==> src/hw/cpuPkg.sv <==
package cpuPkg;

    // Datapath and register number widths
    localparam int DataWidth    = 16;
    localparam int RegAddrWidth = 4;

    // Register-register group, Ra = Rb op Rc
    localparam logic [3:0] OpAdd   = 4'h8;
    localparam logic [3:0] OpSub   = 4'hC;
    localparam logic [3:0] OpNand  = 4'hB;
    localparam logic [3:0] OpOr    = 4'hF;

    // Immediate group, Ra = Ra op imm8
    localparam logic [3:0] OpAddi  = 4'h9;
    localparam logic [3:0] OpAddiu = 4'hA;
    localparam logic [3:0] OpSubi  = 4'hD;
    localparam logic [3:0] OpOri   = 4'h6;
    localparam logic [3:0] OpNandi = 4'h7;

    // Shift group, kind in the Rc field and amount in the Rb field
    localparam logic [3:0] OpShift = 4'h0;
    localparam logic [3:0] ShiftLeft       = 4'd1;
    localparam logic [3:0] ShiftRightLogic = 4'd2;
    localparam logic [3:0] ShiftRightArith = 4'd3;

    // Control flow
    localparam logic [3:0] OpBeq   = 4'h4;
    localparam logic [3:0] OpBne   = 4'h5;
    localparam logic [3:0] OpJump  = 4'h3;

    // ALU operation codes, code 7 yields zero
    localparam logic [2:0] AluAdd  = 3'd0;
    localparam logic [2:0] AluSub  = 3'd1;
    localparam logic [2:0] AluSll  = 3'd2;
    localparam logic [2:0] AluSrl  = 3'd3;
    localparam logic [2:0] AluSra  = 3'd4;
    localparam logic [2:0] AluNand = 3'd5;
    localparam logic [2:0] AluOr   = 3'd6;

    // Second ALU operand source
    localparam logic [1:0] ImmReg  = 2'd0;
    localparam logic [1:0] ImmSext = 2'd1;
    localparam logic [1:0] ImmZext = 2'd2;

    // One instruction word seen three ways
    typedef union packed {
        struct packed {
            logic [3:0]              opcode;
            logic [RegAddrWidth-1:0] ra;
            logic [RegAddrWidth-1:0] rb;
            logic [RegAddrWidth-1:0] rc;
        } rView;
        struct packed {
            logic [3:0]              opcode;
            logic [RegAddrWidth-1:0] ra;
            logic [7:0]              imm8;
        } iView;
        struct packed {
            logic [3:0]  opcode;
            logic [11:0] imm12;
        } jView;
    } instrWord;

endpackage

==> src/hw/controlFsm.sv <==
module controlFsm import cpuPkg::*; (
    input  logic       clk,
    input  logic       rst,
    input  instrWord   instr,
    output instrWord   curInstr,
    output logic       instrReq,
    output logic       operandLatch,
    output logic       resultLatch,
    output logic       regWrEn,
    output logic       srcSel,
    output logic [1:0] immSel,
    output logic [2:0] aluOp,
    output logic       pcAdvance,
    output logic       branchEn,
    output logic       branchNe,
    output logic       jumpEn
);

    localparam logic [2:0] SFetch    = 3'd0;
    localparam logic [2:0] SDecode   = 3'd1;
    localparam logic [2:0] SExec     = 3'd2;
    localparam logic [2:0] SWrite    = 3'd3;
    localparam logic [2:0] SRedirect = 3'd4;

    logic [2:0] state;
    logic [2:0] nextState;
    logic       known;
    logic       isFlow;
    logic       isBranch;

    // Instruction register, loaded as the fetch state ends
    always_ff @(posedge clk) begin
        if (state == SFetch) begin
            curInstr <= instr;
        end
    end

    // Per-opcode ALU code, operand source and flow class
    always_comb begin
        aluOp  = AluAdd;
        immSel = ImmReg;
        srcSel = 1'b0;
        known  = 1'b1;
        isFlow = 1'b0;
        case (curInstr.rView.opcode)
            OpAdd:   begin srcSel = 1'b1; aluOp = AluAdd;  end
            OpSub:   begin srcSel = 1'b1; aluOp = AluSub;  end
            OpOr:    begin srcSel = 1'b1; aluOp = AluOr;   end
            OpNand:  begin srcSel = 1'b1; aluOp = AluNand; end
            OpAddi:  begin aluOp = AluAdd;  immSel = ImmSext; end
            OpAddiu: begin aluOp = AluAdd;  immSel = ImmZext; end
            OpSubi:  begin aluOp = AluSub;  immSel = ImmSext; end
            OpOri:   begin aluOp = AluOr;   immSel = ImmSext; end
            OpNandi: begin aluOp = AluNand; immSel = ImmSext; end
            OpShift: begin
                // Shift kind sits in the Rc field
                case (curInstr.rView.rc)
                    ShiftLeft:       aluOp = AluSll;
                    ShiftRightLogic: aluOp = AluSrl;
                    ShiftRightArith: aluOp = AluSra;
                    default:         known = 1'b0;
                endcase
            end
            OpBeq, OpBne: begin
                aluOp  = AluSub;
                isFlow = 1'b1;
            end
            OpJump:  isFlow = 1'b1;
            default: known = 1'b0;
        endcase
    end

    assign isBranch = (curInstr.iView.opcode == OpBeq) || (curInstr.iView.opcode == OpBne);

    always_comb begin
        case (state)
            SFetch:    nextState = SDecode;
            SDecode: begin
                if (!known) begin
                    nextState = SFetch;
                end else if (isFlow) begin
                    nextState = SRedirect;
                end else begin
                    nextState = SExec;
                end
            end
            SExec:     nextState = SWrite;
            SWrite:    nextState = SFetch;
            SRedirect: nextState = SFetch;
            default:   nextState = SFetch;
        endcase
    end

    always_ff @(posedge clk) begin
        if (rst) begin
            state <= SFetch;
        end else begin
            state <= nextState;
        end
    end

    // Strobes follow the state directly
    assign instrReq     = (state == SFetch);
    assign pcAdvance    = (state == SFetch);
    assign operandLatch = (state == SDecode);
    assign resultLatch  = (state == SExec);
    assign regWrEn      = (state == SWrite);
    assign branchEn     = (state == SRedirect) && isBranch;
    assign branchNe     = (state == SRedirect) && (curInstr.iView.opcode == OpBne);
    assign jumpEn       = (state == SRedirect) && (curInstr.jView.opcode == OpJump);

endmodule

==> src/hw/cpuTop.sv <==
module cpuTop import cpuPkg::*; #(
    parameter logic [DataWidth-1:0] resetPc = '0
) (
    input  logic                    clk,
    input  logic                    rst,
    output logic [DataWidth-1:0]    pc,
    output logic                    instrReq,
    input  instrWord                instr,
    output logic                    regWrEn,
    output logic [RegAddrWidth-1:0] regWrAddr,
    output logic [DataWidth-1:0]    regWrData
);

    instrWord             curInstr;
    logic                 operandLatch;
    logic                 resultLatch;
    logic                 srcSel;
    logic [1:0]           immSel;
    logic [2:0]           aluOp;
    logic                 pcAdvance;
    logic                 branchEn;
    logic                 branchNe;
    logic                 jumpEn;
    logic [DataWidth-1:0] rdData1;
    logic [DataWidth-1:0] rdData2;
    logic [DataWidth-1:0] aluResult;
    logic                 zero;

    // Writes always target Ra and carry the latched result
    assign regWrAddr = curInstr.rView.ra;
    assign regWrData = aluResult;

    controlFsm u_ctrl (
        .clk          (clk),
        .rst          (rst),
        .instr        (instr),
        .curInstr     (curInstr),
        .instrReq     (instrReq),
        .operandLatch (operandLatch),
        .resultLatch  (resultLatch),
        .regWrEn      (regWrEn),
        .srcSel       (srcSel),
        .immSel       (immSel),
        .aluOp        (aluOp),
        .pcAdvance    (pcAdvance),
        .branchEn     (branchEn),
        .branchNe     (branchNe),
        .jumpEn       (jumpEn)
    );

    regFile u_regs (
        .clk      (clk),
        .rst      (rst),
        .curInstr (curInstr),
        .srcSel   (srcSel),
        .wrEn     (regWrEn),
        .wrData   (aluResult),
        .rdData1  (rdData1),
        .rdData2  (rdData2)
    );

    pcUnit #(
        .resetPc (resetPc)
    ) u_pc (
        .clk       (clk),
        .rst       (rst),
        .curInstr  (curInstr),
        .pcAdvance (pcAdvance),
        .branchEn  (branchEn),
        .branchNe  (branchNe),
        .jumpEn    (jumpEn),
        .zero      (zero),
        .pc        (pc)
    );

    execUnit u_exec (
        .clk          (clk),
        .rst          (rst),
        .curInstr     (curInstr),
        .rdData1      (rdData1),
        .rdData2      (rdData2),
        .operandLatch (operandLatch),
        .resultLatch  (resultLatch),
        .immSel       (immSel),
        .aluOp        (aluOp),
        .aluResult    (aluResult),
        .zero         (zero)
    );

endmodule

==> src/hw/execUnit.sv <==
module execUnit import cpuPkg::*; (
    input  logic                 clk,
    input  logic                 rst,
    input  instrWord             curInstr,
    input  logic [DataWidth-1:0] rdData1,
    input  logic [DataWidth-1:0] rdData2,
    input  logic                 operandLatch,
    input  logic                 resultLatch,
    input  logic [1:0]           immSel,
    input  logic [2:0]           aluOp,
    output logic [DataWidth-1:0] aluResult,
    output logic                 zero
);

    logic [DataWidth-1:0]    opA;
    logic [DataWidth-1:0]    opB;
    logic [DataWidth-1:0]    immSext;
    logic [DataWidth-1:0]    immZext;
    logic [DataWidth-1:0]    aluB;
    logic [DataWidth-1:0]    aluOut;
    logic [RegAddrWidth-1:0] shamt;

    always_ff @(posedge clk) begin
        if (rst) begin
            opA       <= '0;
            opB       <= '0;
            aluResult <= '0;
        end else begin
            if (operandLatch) begin
                opA <= rdData1;
                opB <= rdData2;
            end
            if (resultLatch) begin
                aluResult <= aluOut;
            end
        end
    end

    assign immSext = {{(DataWidth-8){curInstr.iView.imm8[7]}}, curInstr.iView.imm8};
    assign immZext = {{(DataWidth-8){1'b0}}, curInstr.iView.imm8};

    always_comb begin
        case (immSel)
            ImmSext: aluB = immSext;
            ImmZext: aluB = immZext;
            default: aluB = opB;
        endcase
    end

    // Shift amount is the Rb field itself, not the register it names
    assign shamt = curInstr.rView.rb;

    always_comb begin
        case (aluOp)
            AluAdd:  aluOut = opA + aluB;
            AluSub:  aluOut = opA - aluB;
            AluSll:  aluOut = opA << shamt;
            AluSrl:  aluOut = opA >> shamt;
            AluSra:  aluOut = $signed(opA) >>> shamt;
            AluNand: aluOut = ~(opA & aluB);
            AluOr:   aluOut = opA | aluB;
            default: aluOut = '0;
        endcase
    end

    // Live flag, sampled by the PC unit in redirect
    assign zero = (aluOut == '0);

endmodule

==> src/hw/pcUnit.sv <==
module pcUnit import cpuPkg::*; #(
    parameter logic [DataWidth-1:0] resetPc = '0
) (
    input  logic                 clk,
    input  logic                 rst,
    input  instrWord             curInstr,
    input  logic                 pcAdvance,
    input  logic                 branchEn,
    input  logic                 branchNe,
    input  logic                 jumpEn,
    input  logic                 zero,
    output logic [DataWidth-1:0] pc
);

    logic [DataWidth-1:0] branchOff;
    logic [DataWidth-1:0] jumpOff;
    logic [DataWidth-1:0] target;
    logic                 taken;

    // Word offsets, sign-extended and doubled
    assign branchOff = {{(DataWidth-RegAddrWidth-1){curInstr.rView.rc[RegAddrWidth-1]}},
                        curInstr.rView.rc, 1'b0};
    assign jumpOff   = {{(DataWidth-13){curInstr.jView.imm12[11]}},
                        curInstr.jView.imm12, 1'b0};

    // pc already holds the incremented value here
    assign target = pc + (jumpEn ? jumpOff : branchOff);

    // beq wants zero set, bne wants it clear
    assign taken = jumpEn || (branchEn && (zero ^ branchNe));

    always_ff @(posedge clk) begin
        if (rst) begin
            pc <= resetPc;
        end else if (pcAdvance) begin
            pc <= pc + DataWidth'(2);
        end else if (taken) begin
            pc <= target;
        end
    end

endmodule

==> src/hw/regFile.sv <==
module regFile import cpuPkg::*; (
    input  logic                 clk,
    input  logic                 rst,
    input  instrWord             curInstr,
    input  logic                 srcSel,
    input  logic                 wrEn,
    input  logic [DataWidth-1:0] wrData,
    output logic [DataWidth-1:0] rdData1,
    output logic [DataWidth-1:0] rdData2
);

    logic [DataWidth-1:0]    regs [2**RegAddrWidth];
    logic [RegAddrWidth-1:0] rdAddr1;
    logic [RegAddrWidth-1:0] rdAddr2;
    logic [RegAddrWidth-1:0] wrAddr;

    // Register-register form reads Rb and Rc, all others Ra and Rb
    assign rdAddr1 = srcSel ? curInstr.rView.rb : curInstr.rView.ra;
    assign rdAddr2 = srcSel ? curInstr.rView.rc : curInstr.rView.rb;
    assign wrAddr  = curInstr.rView.ra;

    always_ff @(posedge clk) begin
        if (rst) begin
            for (int i = 0; i < 2**RegAddrWidth; i++) begin
                regs[i] <= '0;
            end
        end else if (wrEn && (wrAddr != '0)) begin
            regs[wrAddr] <= wrData;
        end
    end

    // r0 reads as zero regardless of contents
    assign rdData1 = (rdAddr1 == '0) ? '0 : regs[rdAddr1];
    assign rdData2 = (rdAddr2 == '0) ? '0 : regs[rdAddr2];

endmodule

==> config.mk <==
export PLATFORM = sky130hd
export DESIGN_NAME = cpuTop
export DESIGN_NICKNAME = d
export VERILOG_FILES = /design/src/hw/cpuPkg.sv /design/src/hw/controlFsm.sv /design/src/hw/cpuTop.sv /design/src/hw/execUnit.sv /design/src/hw/pcUnit.sv /design/src/hw/regFile.sv
export SDC_FILE = /design/constraint.sdc
export NUM_CORES = 1
export LEC_CHECK = 0
export BUFFER_PORTS_ARGS = -buffer_cell sky130_fd_sc_hd__buf_2
export CAP_MARGIN = 30
export CELL_PAD_IN_SITES_DETAIL_PLACEMENT = 0
export CELL_PAD_IN_SITES_GLOBAL_PLACEMENT = 1
export CORE_ASPECT_RATIO = 1.1
export CORE_MARGIN = 4
export CORE_UTILIZATION = 49
export DETAILED_ROUTE_END_ITERATION = 8
export PLACE_DENSITY = 0.82
export SETUP_SLACK_MARGIN = 0.3
export SYNTH_ARGS = -nofsm -noshare
export SYNTH_HDL_FRONTEND = slang
export SYNTH_SLANG_ARGS = --single-unit
==> constraint.sdc <==
create_clock -name clk -period 7.4 [get_ports clk]
set_input_delay 0.37 -clock clk [delete_from_list [all_inputs] [get_ports clk]]
set_output_delay 0.37 -clock clk [all_outputs]
set_load 0.05 [all_outputs]
== Yosys cells after proc, flatten, opt, wreduce, memory -nomap -nowiden ==
Memories as Yosys holds them, arrays and structs flattened.
Index checks and enable logic that the tools add are counted.

* Input port bits: 18
* Bits in registers: 83
* Memory bits (writable): 256
* Memories kept: 1

* Mux-type cells: 27
* Reductions and logical operators: 24
* Bitwise gates (word level): 4
* Shifts and indexed selects: 3
* Equality and inequality tests: 27
* Add/sub/neg operators: 4

{| class="wikitable"
|+ Memory list
! memory !! words !! width !! read ports !! clocked after Yosys merged registers in !! wr ports !! RTL line !! RTL
|-
| u_regs.regs || 16 || 16 || 2 || 0 || 16 || regFile.sv:12 || <nowiki>logic [DataWidth-1:0] regs [2**RegAddrWidth];</nowiki>
|}

{| class="wikitable"
|+ Operators with widths
! kind !! count
|-
| case mux 16 bit (7 select lines) || 1
|-
| 2-to-1 mux 16 bit || 6
|-
| adder 16 bit || 2
|-
| case mux 16 bit (2 select lines) || 1
|-
| equality test 4 bit, second input constant || 7
|-
| case mux 3 bit (3 select lines) || 2
|-
| adder 16 x 2 -> 16 bit, second input constant || 1
|-
| bitwise AND 16 bit || 1
|-
| equality test 4 x 3 -> 1 bit, second input constant || 4
|-
| zero test 16 bit || 1
|-
| inverter 16 bit || 1
|-
| OR 16 bit || 1
|-
| OR reduction 16 bit || 1
|-
| << shifter 16 x 4 -> 16 bit || 1
|-
| >> shifter 16 x 4 -> 16 bit || 1
|-
| >>> shifter 16 x 4 -> 16 bit || 1
|-
| subtractor 16 bit || 1
|-
| equality test 3 x 2 -> 1 bit, second input constant || 4
|-
| equality test 3 bit, second input constant || 4
|-
| equality test 4 x 2 -> 1 bit, second input constant || 3
|-
| zero test 4 bit || 3
|-
| 2-to-1 mux 4 bit || 3
|-
| case mux 3 bit (4 select lines) || 1
|-
| OR reduction 12 bit || 1
|-
| other kinds (17) || 37
|}

== Longest topological paths before layout ==
Gate-level depths: netlist of the first run.

* Depth in word-level cells: 14
* Depth in mapped cells: 28

== Cells and area by module ==
A second synthesis of the first run with hierarchy kept.

* Cell total of the unflattened synthesis: 2,233
* Area total of the unflattened synthesis: 21,713.3 µm²

{| class="wikitable"
|+ Modules (own cells, without submodules)
! module !! area an instance (µm²) !! sequential area each (µm²) !! cells each !! instances
|-
| regFile || 14,192.4 || 7,236.9 || 1,294 || 1
|-
| execUnit || 5,267.6 || 960.9 || 687 || 1
|-
| pcUnit || 1,408.9 || 300.3 || 187 || 1
|-
| controlFsm || 844.6 || 540.5 || 65 || 1
|}

== Worst setup path before layout of the first run ==
No wires, ideal clock.

* Path type: register to register
* Start point: register u_ctrl.curInstr[13] (netlist bit)
* End point: register u_pc.pc[10]
* Path buffers: 5
* Path slack: 2,127 ps
* Stages on the path, launching flop included: 28
* Required time: 7,269 ps
* Arrival time: 5,142 ps
* Library setup time: 131 ps
* Path through: edfxtp_1 -> clkbuf_1 -> nor2b_1 -> nand2_1 -> ha_1 -> buf_2 -> buf_2 -> nand2_1 -> o21ai_0 -> nor4_2 -> a31oi_1 -> or2_2 -> a21oi_1 -> xor2_1 -> ha_1 -> clkbuf_1 -> a21o_1 -> a21oi_1 -> nor3b_1 -> o211ai_1 -> o211ai_1 -> xnor2_1 -> o21ai_1 -> or3_1 -> mux2_2 -> buf_4 -> nand4_1 -> o31ai_1

* Word-level cells in the longest chain between the ends: 13
* Elaborated cells between the ends (all ways): 47
* Classes of those cells: add/sub (3); eq/ne (19); mux (7); bitwise (4); reduce/logical (14)

{| class="wikitable"
|+ Ends and longest elaborated chain
! element !! RTL line !! RTL
|-
| start: declaration || controlFsm.sv:5 || <nowiki>output instrWord curInstr,</nowiki>
|-
| start signal: assignment || controlFsm.sv:34 || <nowiki>curInstr <= instr;</nowiki>
|-
| parallel branches: the longest is 13 deep, another holds subtractor 16 bit || -- ||
|-
| end signal: assignment || pcUnit.sv:34 || <nowiki>pc <= resetPc;</nowiki>
|-
| end signal: assignment || pcUnit.sv:36 || <nowiki>pc <= pc + DataWidth'(2);</nowiki>
|-
| end signal: assignment || pcUnit.sv:38 || <nowiki>pc <= target;</nowiki>
|-
| end: declaration || pcUnit.sv:12 || <nowiki>output logic [DataWidth-1:0] pc</nowiki>
|}

Several ways; the timed one is not identified. The select of a mux whose other input is x is not followed.
A chain may end at the register's enable or synchronous reset.

== Worst setup path after layout of the first run ==
* Start point: register u_ctrl.curInstr[15] (netlist bit)
* End point: register u_pc.pc[15]

Same word-level chain as after synthesis.

==> metrics.md, run 1 <==
| Metric | Value |
|---|---|
| Max-cap violations | 0 |
| Utilization after layout | 0.5494 |
| Post-DR wirelength/cell | 25.66 um |
| Reg2reg path depth | 24 |
| CTS H-tree depth | 2 |
| Worst setup slack after placement | 1.067 ns |
| TritonCTS clock tree | done |
| Data arrival, critical path | 6.91 ns |
| Count of input and output buffers | 54 |
| Resized cells post-CTS | 0 |
| Total congestion overflow | 0 |
| Portion of the post-synthesis area used by sequential elements | 0.4409 |
| Ports placed on the boundary | 56 |
| Area taken by flip-flops and latches | 9489 um2 |
| Overall via count from detail_route | 19,920 |
| Total Power Consumption | 0.006593 W |
| Post-synth EDFFs | 272 |
| Leakage Power | 9.083 nW |
| Internal reg-to-reg setup slack | 0.95 ns |
| Total Die Area | 47,340 um2 |
| Detailed-router iteration count before antenna repair | 6 |
| Count of antenna diodes in the layout | 0 |
| Critical path launch point type | flip-flop |
| Final Worst Setup Slack | 0.9470 ns |
| GRT Util Overall | 0.3173 |
| Area occupied by multi-input gates | 11,260 um2 |
| Post-layout nets | 2,520 |
| Die extent in x | 207.8 um |
| Hold/Removal Path Class | in2reg |
| TritonCTS sink count | 338 |
| Syn. warnings | 0 |
| Weighted congestion at the end of routability-driven global placement | 0.9680 |
| Count of final max-slew check failures | 0 |
| DRC Markers | 0 |
| FMAX | 0.1550 GHz |
| XOR/XNOR share of the synthesized area | 0.01424 |
| Number of buffers inserted during clock tree synthesis | 40 |
| Count of endpoints failing hold in the final timing report | 0 |
| Die Y-Extent | 227.8 um |
| Tightest Pin Transition | 0.9825 ns |
| Final clock period utilization by the worst path | 0.8720 |
| Simple logic cell fraction of the synthesized area | 0.2856 |
| Capturing instance or port of the critical path | u_pc.pc[15] |
| Clock root buffer | clkbuf_16 |
| Antenna-violating nets left | 0 |
| Final sum of negative setup slack | 0 ns |
| Core Footprint | 43,440 um2 |
| Worst reg2reg startpoint | u_ctrl.curInstr[15] |
| Mux cell area share after synthesis | 0.03872 |
| Relative slew margins | 0.3281 |
| Count of endpoints failing setup in the final report | 0 |
| HPWL after detailed placement | 49.34 mm |
| First-pass GRT wire length | 116.5 mm |
| Via count of the first global-routing pass | 18,830 |
| Required time of the worst setup path | 7.86 ns |
| Starting DRC count in detailed routing | 2,461 |
| Setup repair after global routing missed its margin | no |
| Antenna violations before repair | 1 |
| Beginning of the critical path | u_ctrl.curInstr[15] |
| Peak supply drop | 181.1 uV |
| Mapped cell area | 21,520 um2 |
| Routed Wire Length | 78.80 mm |
| Initial cell density of the core | 0.4954 |
| Post-synth cell types | 73 |
| Share of post-route cells with drive strength above 1 | 0.09732 |
| Clock network latency to the later pin of the worst-skew pair | 0.57 ns |
| Synth Register Bits | 338 |
| Main flop type after synthesis | edfxtp_1 |
| Async set-reset flop share out of synthesis | 0 |
| Endpoint kind of the worst setup timing path | flip-flop |
| Setup skew after layout | 0.01844 ns |
| Post-synthesis to final-layout area growth | 10.90% |
| Setup bufs post-CTS | 0 |
| Period minus WS final | 6.453 ns |
| Via density per instance | 6.487 |
| Placement Rows | 80 |
| Total power per unit cell area | 276.2 nW/um2 |
| Buffer depth of the longest clock path | 3 |
| Area fraction in compound gates after synthesis | 0.1518 |
| Endpoint of the most critical register-to-register path | u_pc.pc[15] |
| Pin count of the biggest net entering global routing | 129 |
| Maximum fanout encountered on the critical timing path | 24 |
| Cell depth of the worst min-delay path | 1 |
| Avg Synthesized Cell Area | 8.657 um2 |
| Largest family of logic cells by synthesized area | simple AND/OR/NAND/NOR gates |
| Fraction of the mapped netlist area in adder cells | 0.02163 |
| Run status | completed |
| Clock Pin Slew Worst Setup and Hold Paths | 0.06 ns |
| Type of the worst setup path | reg2reg |
| Post-Syn Instances | 2,486 |
| Number of fillers in the final layout | 3,866 |
[report_power, final]
group	switching, W	total (W)	internal, W	leakage, nW
combinational	0.00157	0.00233	0.000760	5.14
sequential	0.000169	0.00234	0.00217	3.33
clock	0.000811	0.00193	0.00112	0.606
total	0.00255	0.00659	0.00404	9.08
[cells in the final DEF, fill, tap and decap left out, types with 17 or more instances in the layout]
| master | netlist | layout |
|---|---|---|
| edfxtp_1 | 272 | 272 |
| inv_1 | 26 | 26 |
| ha_1 | 34 | 34 |
| clkbuf_16 | 0 | 41 |
| a31oi_1 | 48 | 48 |
| a211oi_1 | 22 | 22 |
| mux2i_1 | 27 | 21 |
| dfxtp_1 | 66 | 66 |
| nor3_1 | 38 | 35 |
| and3_1 | 71 | 71 |
| a311oi_1 | 94 | 94 |
| xnor2_1 | 19 | 19 |
| buf_4 | 9 | 66 |
| and2_1 | 248 | 248 |
| nor2_1 | 135 | 132 |
| a21oi_1 | 108 | 106 |
| a22oi_1 | 33 | 33 |
| buf_2 | 21 | 53 |
| nand2_1 | 575 | 575 |
| mux4_2 | 21 | 21 |
| conb_1 | 1 | 17 |
| nand3_1 | 153 | 153 |
| o21ai_0 | 57 | 45 |
| o21ai_1 | 21 | 20 |
[worst min path at each step]
stage,end,startpoint
2_1_floorplan,u_exec.opB[3],u_exec.opB[3]
3_3_place_gp,u_pc.pc[1],u_pc.pc[1]
3_5_place_dp,u_pc.pc[3],u_pc.pc[3]
4_1_cts,u_regs.regs[0][11],rst
5_1_grt,u_regs.regs[0][11],rst
6_report,u_regs.regs[0][11],rst
[Yosys cell counts, types with 9 or more instances]
master	count	area share
nor3_1	38	0.0088
buf_2	21	0.0049
nand4_1	12	0.0035
nand3_1	153	0.036
edfxtp_1	272	0.38
buf_4	9	0.0031
a21oi_1	108	0.025
a31oi_1	48	0.014
buf_1	20	0.0035
o211ai_1	15	0.0052
dfxtp_1	66	0.061
a22oi_1	33	0.012
a311oi_1	94	0.038
nor2_1	135	0.024
mux4_2	21	0.022
inv_1	26	0.0045
and3_1	71	0.021
xor2_1	16	0.0065
nand2b_1	14	0.0041
xnor2_1	19	0.0077
ha_1	34	0.020
o21ai_1	21	0.0049
clkbuf_1	167	0.029
nand2_1	575	0.10
mux2i_1	27	0.013
a211oi_1	22	0.0077
o21ai_0	57	0.013
and2_1	248	0.072
[critical path: stages (launching register included)]
cell	delay, ns
edfxtp_1	0.62
nor2b_1	0.24
nand2_1	0.10
ha_1	0.51
buf_4	0.31
nand3b_1	0.44
nand2_1	0.27
nor3_1	0.33
nand2_1	0.17
a21oi_1	0.16
o22ai_1	0.10
a32oi_1	0.25
ha_1	0.35
a21oi_1	0.26
o21bai_1	0.09
a21o_1	0.17
a211oi_1	0.24
xor2_1	0.20
o21ai_1	0.11
nor4b_2	0.31
nand4_1	0.26
mux2i_1	0.19
buf_4	0.19
o21ai_1	0.15
mux2_1	0.32
[metal layers]
layer | global-route usage | vias up | part of all wire
met5 | 0 | - | 0
met2 | 0.5154 | 1117 | 0.47
met3 | 0.04369 | 249 | 0.088
li1 | - | 8886 | -
met1 | 0.4135 | 9670 | 0.38
met4 | 0.1706 | 0 | 0.058
[kinds of logic (layout without fill, tap and decap cells)]
group	Yosys count	in the layout
other cells	1	17
xor+xnor	35	35
simple gates	1294	1294
fa+ha+maj	36	36
flops	338	338
compound gates	479	479
buf+inv	247	242
mux	56	56
[per-stage QoR]
stage | hold slack [ns] | instance area (um2) | instances
final | 0.08617 | 23870 | 3071
after global routing | 0.07331 | 23870 | 3071
after CTS | 0.05618 | 23850 | 3070
after detailed placement | 0.4962 | 22450 | 2981
after global placement | 0.4839 | 22390 | 2978
after floorplan | 0.4568 | 21580 | 2502
[cell type report]
class | instances | share of cell area
Multi-Input combinational cell | 1917 | 0.4720
Timing Repair Buffer | 142 | 0.04393
Sequential cell | 338 | 0.3976
Tap cell | 574 | 0.03009
Clock inverter | 18 | 0.005766
Clock buffer | 55 | 0.04645
Inverter | 27 | 0.004246
[repair_timing]
action | in CTS | in global routing
hold buffers | 16 | 0
setup endpoints to repair | 0 | 0
hold endpoints to repair | 16 | 0
[registers in the layout (all words and copies together) (netlist names)]
signal and count:
u_pc.pc 15, u_exec.opA 16, u_ctrl.curInstr 16, u_exec.aluResult 16, u_regs.regs 256, u_ctrl.state 3, u_exec.opB 16
(Power assumes the default switching activity.)
==> inputs of run 2 (changes only) <==
--- a/config.mk
+++ b/config.mk
@@ -11,10 +11,11 @@
 export CELL_PAD_IN_SITES_GLOBAL_PLACEMENT = 1
 export CORE_ASPECT_RATIO = 1.1
 export CORE_MARGIN = 4
-export CORE_UTILIZATION = 49
+export CORE_UTILIZATION = 50
 export DETAILED_ROUTE_END_ITERATION = 8
-export PLACE_DENSITY = 0.82
+export PLACE_DENSITY = 0.81
 export SETUP_SLACK_MARGIN = 0.3
 export SYNTH_ARGS = -nofsm -noshare
 export SYNTH_HDL_FRONTEND = slang
+export SYNTH_HIERARCHICAL = 1
 export SYNTH_SLANG_ARGS = --single-unit
==> run 2 against run 1 <==
Effect of this change:
- setup slack worse by 0.24 ns
- clock skew rose by 0.020 ns
- via count fell by 6.8%
- design area is 0.30% lower
- sequential cell count decreased by 15
- hold slack got worse by 0.065 ns
- final cell count is 7.8% lower
- die area decreased by 1.1%
==> metrics.md, run 2 <==
| Metric | Value |
|---|---|
| Count of endpoints failing setup in the final report | 0 |
| Library cell with the highest instance count after synthesis | nand2_1 |
| Clock network fraction of design power | 0.271 |
| Max stage delay on crit path | 0.53 ns |
| Avg Synthesized Cell Area | 9.724 um2 |
| Mapped Nets | 2,287 |
| Total congestion overflow | 0 |
| Count of endpoints failing hold in the final timing report | 0 |
| Int Power | 0.004028 W |
| Setup skew after layout | 0.03871 ns |
| Total instance count after detailed placement | 2,744 |
| Final sum of negative setup slack | 0 ns |
| Endpoint kind of the worst setup timing path | flip-flop |
| Pin count of the biggest net entering global routing | 72 |
| Weighted congestion at the end of routability-driven global placement | 0.9875 |
| Post-layout nets | 2,291 |
| GRT Util Overall | 0.3253 |
| Area share of the leading cell type in the synthesized netlist | 0.3554 |
| Core Footprint | 42,600 um2 |
| Post-synth EDFFs | 257 |
| Post-DR wirelength/cell | 27.34 um |
| Switching pwr | 0.002649 W |
| Clock Pin Slew Worst Setup and Hold Paths | 0.06 ns |
| Count of final max-slew check failures | 0 |
| Cell depth of the worst min-delay path | 1 |
| Beginning of the critical path | u_ctrl/curInstr[14] |
| Number of fillers in the final layout | 3,763 |
| Ranking of synthesized cells by instance count | nand2_1 (261), edfxtp_1 (257), and2_1 (247) |
| Hold/Removal Path Class | in2reg |
| Overall via count from detail_route | 18,570 |
| Starting DRC count in detailed routing | 2,056 |
| Period minus WS final | 6.697 ns |
| Required time of the worst setup path | 7.82 ns |
| Die Y-Extent | 226.6 um |
| Initial cell density of the core | 0.5097 |
| Type of the worst setup path | reg2reg |
| Detailed-router iteration count before antenna repair | 5 |
| Via count of the first global-routing pass | 17,930 |
| Antenna-violating nets left | 0 |
| Most area-consuming cells after synthesis | edfxtp_1 (36%), and2_1 (7.1%), mux2i_1 (6.2%) |
| Antenna violations before repair | 2 |
| Run status | completed |
| Relative slew margins | 0.2818 |
| Placement Rows | 79 |
| First-pass GRT wire length | 114.4 mm |
| Peak supply drop | 138.1 uV |
| Final standard cell count with taps included and fillers excluded | 2,831 |
| Total Die Area | 46,830 um2 |
| Die extent in x | 206.7 um |
| Clock network latency to the later pin of the worst-skew pair | 0.57 ns |
| Number of flip-flops in the largest register | 241 |
| TritonCTS sink count | 323 |
| Worst-case hold path end point | u_ctrl/curInstr[9] |
| Tightest Pin Transition | 1.077 ns |
| Routed Wire Length | 77.41 mm |
| Syn. warnings | 6 |
| Main flop type after synthesis | edfxtp_1 |
| Most used cell, CP | xor2_1 |
| Library cell contributing the largest single delay on the critical path | or4b_4 |
| Final clock period utilization by the worst path | 0.9050 |
| Worst reg2reg startpoint | u_ctrl/curInstr[14] |
| Clock root buffer | clkbuf_16 |
| DRC Markers | 0 |
| Data arrival, critical path | 7.11 ns |
| Register bank with the most flops | u_regs/regs |
| Count of input and output buffers | 54 |
| Hold Path Origin | instr[9] |
| Leakage Power | 9.204 nW |
| Share of post-route cells with drive strength above 1 | 0.1418 |
| Total power per unit cell area | 280.6 nW/um2 |
| Commonest cells after routing, fill and taps aside | nand2_1 (261), edfxtp_1 (257), and2_1 (246), nor2_1 (169), mux2i_1 (131) |
| Sequential cell fraction of total power | 0.334 |
| Critical path launch point type | flip-flop |
| FMAX | 0.1493 GHz |
| Switching share of power | 0.3967 |
| Portion of the post-synthesis area used by sequential elements | 0.4163 |
| CTS H-tree depth | 2 |
| Endpoint of the most critical register-to-register path | u_pc/pc[13] |
| Maximum fanout encountered on the critical timing path | 7 |
| Post-synthesis to final-layout area growth | 9.594% |
| Ports placed on the boundary | 56 |
| Via density per instance | 6.560 |
| Most common cell after layout, fill and taps aside | nand2_1 |
| Setup repair after global routing missed its margin | no |
| Async set-reset flop share out of synthesis | 0 |
| HPWL after detailed placement | 52.68 mm |
| Portion of total power attributed to combinational logic | 0.395 |
| TritonCTS clock tree | done |
| Post-Syn Instances | 2,233 |
| Largest area contributor in the netlist | edfxtp_1 |
| Synth Register Bits | 323 |
| Buffer depth of the longest clock path | 3 |
| Mapped cell area | 21,710 um2 |
| Number of buffers inserted during clock tree synthesis | 37 |
| CP bufs+invs | 2 |
| Top cell family by delay on the critical path | simple AND/OR/NAND/NOR gates |
| Reg2reg path depth | 25 |
| Internal reg-to-reg setup slack | 0.70 ns |
| Post-synth cell types | 106 |
| Max-cap violations | 0 |
run 2: cell count changes after synthesis, sizes merged, moves of 21 or more:
cell and change:
mux4 +23, nor2b +27, clkbuf -71, nand3 -65
a31oi -36, and3 -64, buf +22, o2bb2ai +21
mux2i +110, nor2 +41, nand2 -311, a311oi -93
run 2: area by class of cell:
type / instances / area [um2] / area share
Antenna cell: 1 / 2.502 / 0.0001052
Tap cell: 567 / 709.4 / 0.02981
Inverter: 34 / 127.6 / 0.005363
Sequential cell: 323 / 9039 / 0.3798
Multi-Input combinational cell: 1705 / 11810 / 0.4963
Clock buffer: 51 / 1081 / 0.04543
Clock inverter: 14 / 108.9 / 0.004574
Timing Repair Buffer: 136 / 918.4 / 0.03859
run 2: metal layers:
metal | vias to the layer above | wire length [um] | global-route usage
met1 | 9061 | 29460 | 0.4164
met5 | - | 9 | 0
met4 | 2 | 5438 | 0.1979
met3 | 262 | 6603 | 0.04835
met2 | 1048 | 35890 | 0.5223
li1 | 8198 | - | -
run 2: power groups by stage:
stage / clock, W / sequential (W) / combinational, W
global route: 0.00190 / 0.00224 / 0.00281
CTS: 0.00183 / 0.00222 / 0.00254
global placement: 0 / 0.00226 / 0.00251
finish: 0.00181 / 0.00223 / 0.00264
detailed placement: 0 / 0.00226 / 0.00253
floorplan: 0 / 0.00226 / 0.00174
run 2: kinds of logic after synthesis:
group	after synthesis	synth area share
AOI/OAI and AO/OA	491	0.1604
xor gates and xnor gates	28	0.01129
adders and majority gates	36	0.02144
buffers and inverters	205	0.04489
DFF	323	0.4163
muxes	204	0.1237
other	2	0.0003459
and+or+nand+nor	944	0.2217
run 2: worst max path at each step:
| stage | to | depth (start not counted) |
|---|---|---|
| after global routing | u_pc/pc[13] | 26 |
| after global placement | u_pc/pc[13] | 25 |
| after CTS | u_pc/pc[13] | 25 |
| after detailed placement | u_pc/pc[13] | 25 |
| after floorplan | u_pc/pc[2] | 28 |
| final | u_pc/pc[13] | 25 |
run 2: repair_timing:
action | 4_1_cts | 5_1_grt
hold endpoints to repair | 10 | 0
setup buffers | 0 | 11
hold buffers | 10 | 0
setup endpoints to repair | 0 | 15
gates resized for setup | 0 | 12
run 2: stage by stage:
stage                     utilization  area (um2)  hold WS [ns]  total power [W]  worst slack, ns
after floorplan                     -       21710        0.4528         0.004004            1.535
after global placement         0.5249       22360        0.4790         0.004765           0.6296
after detailed placement       0.5249       22360        0.4873         0.004787           0.4186
after CTS                      0.5551       23650      0.001685         0.006594           0.4079
after global routing           0.5585       23790       0.01345         0.006949           0.2696
final                          0.5586       23800       0.02071         0.006678           0.7027
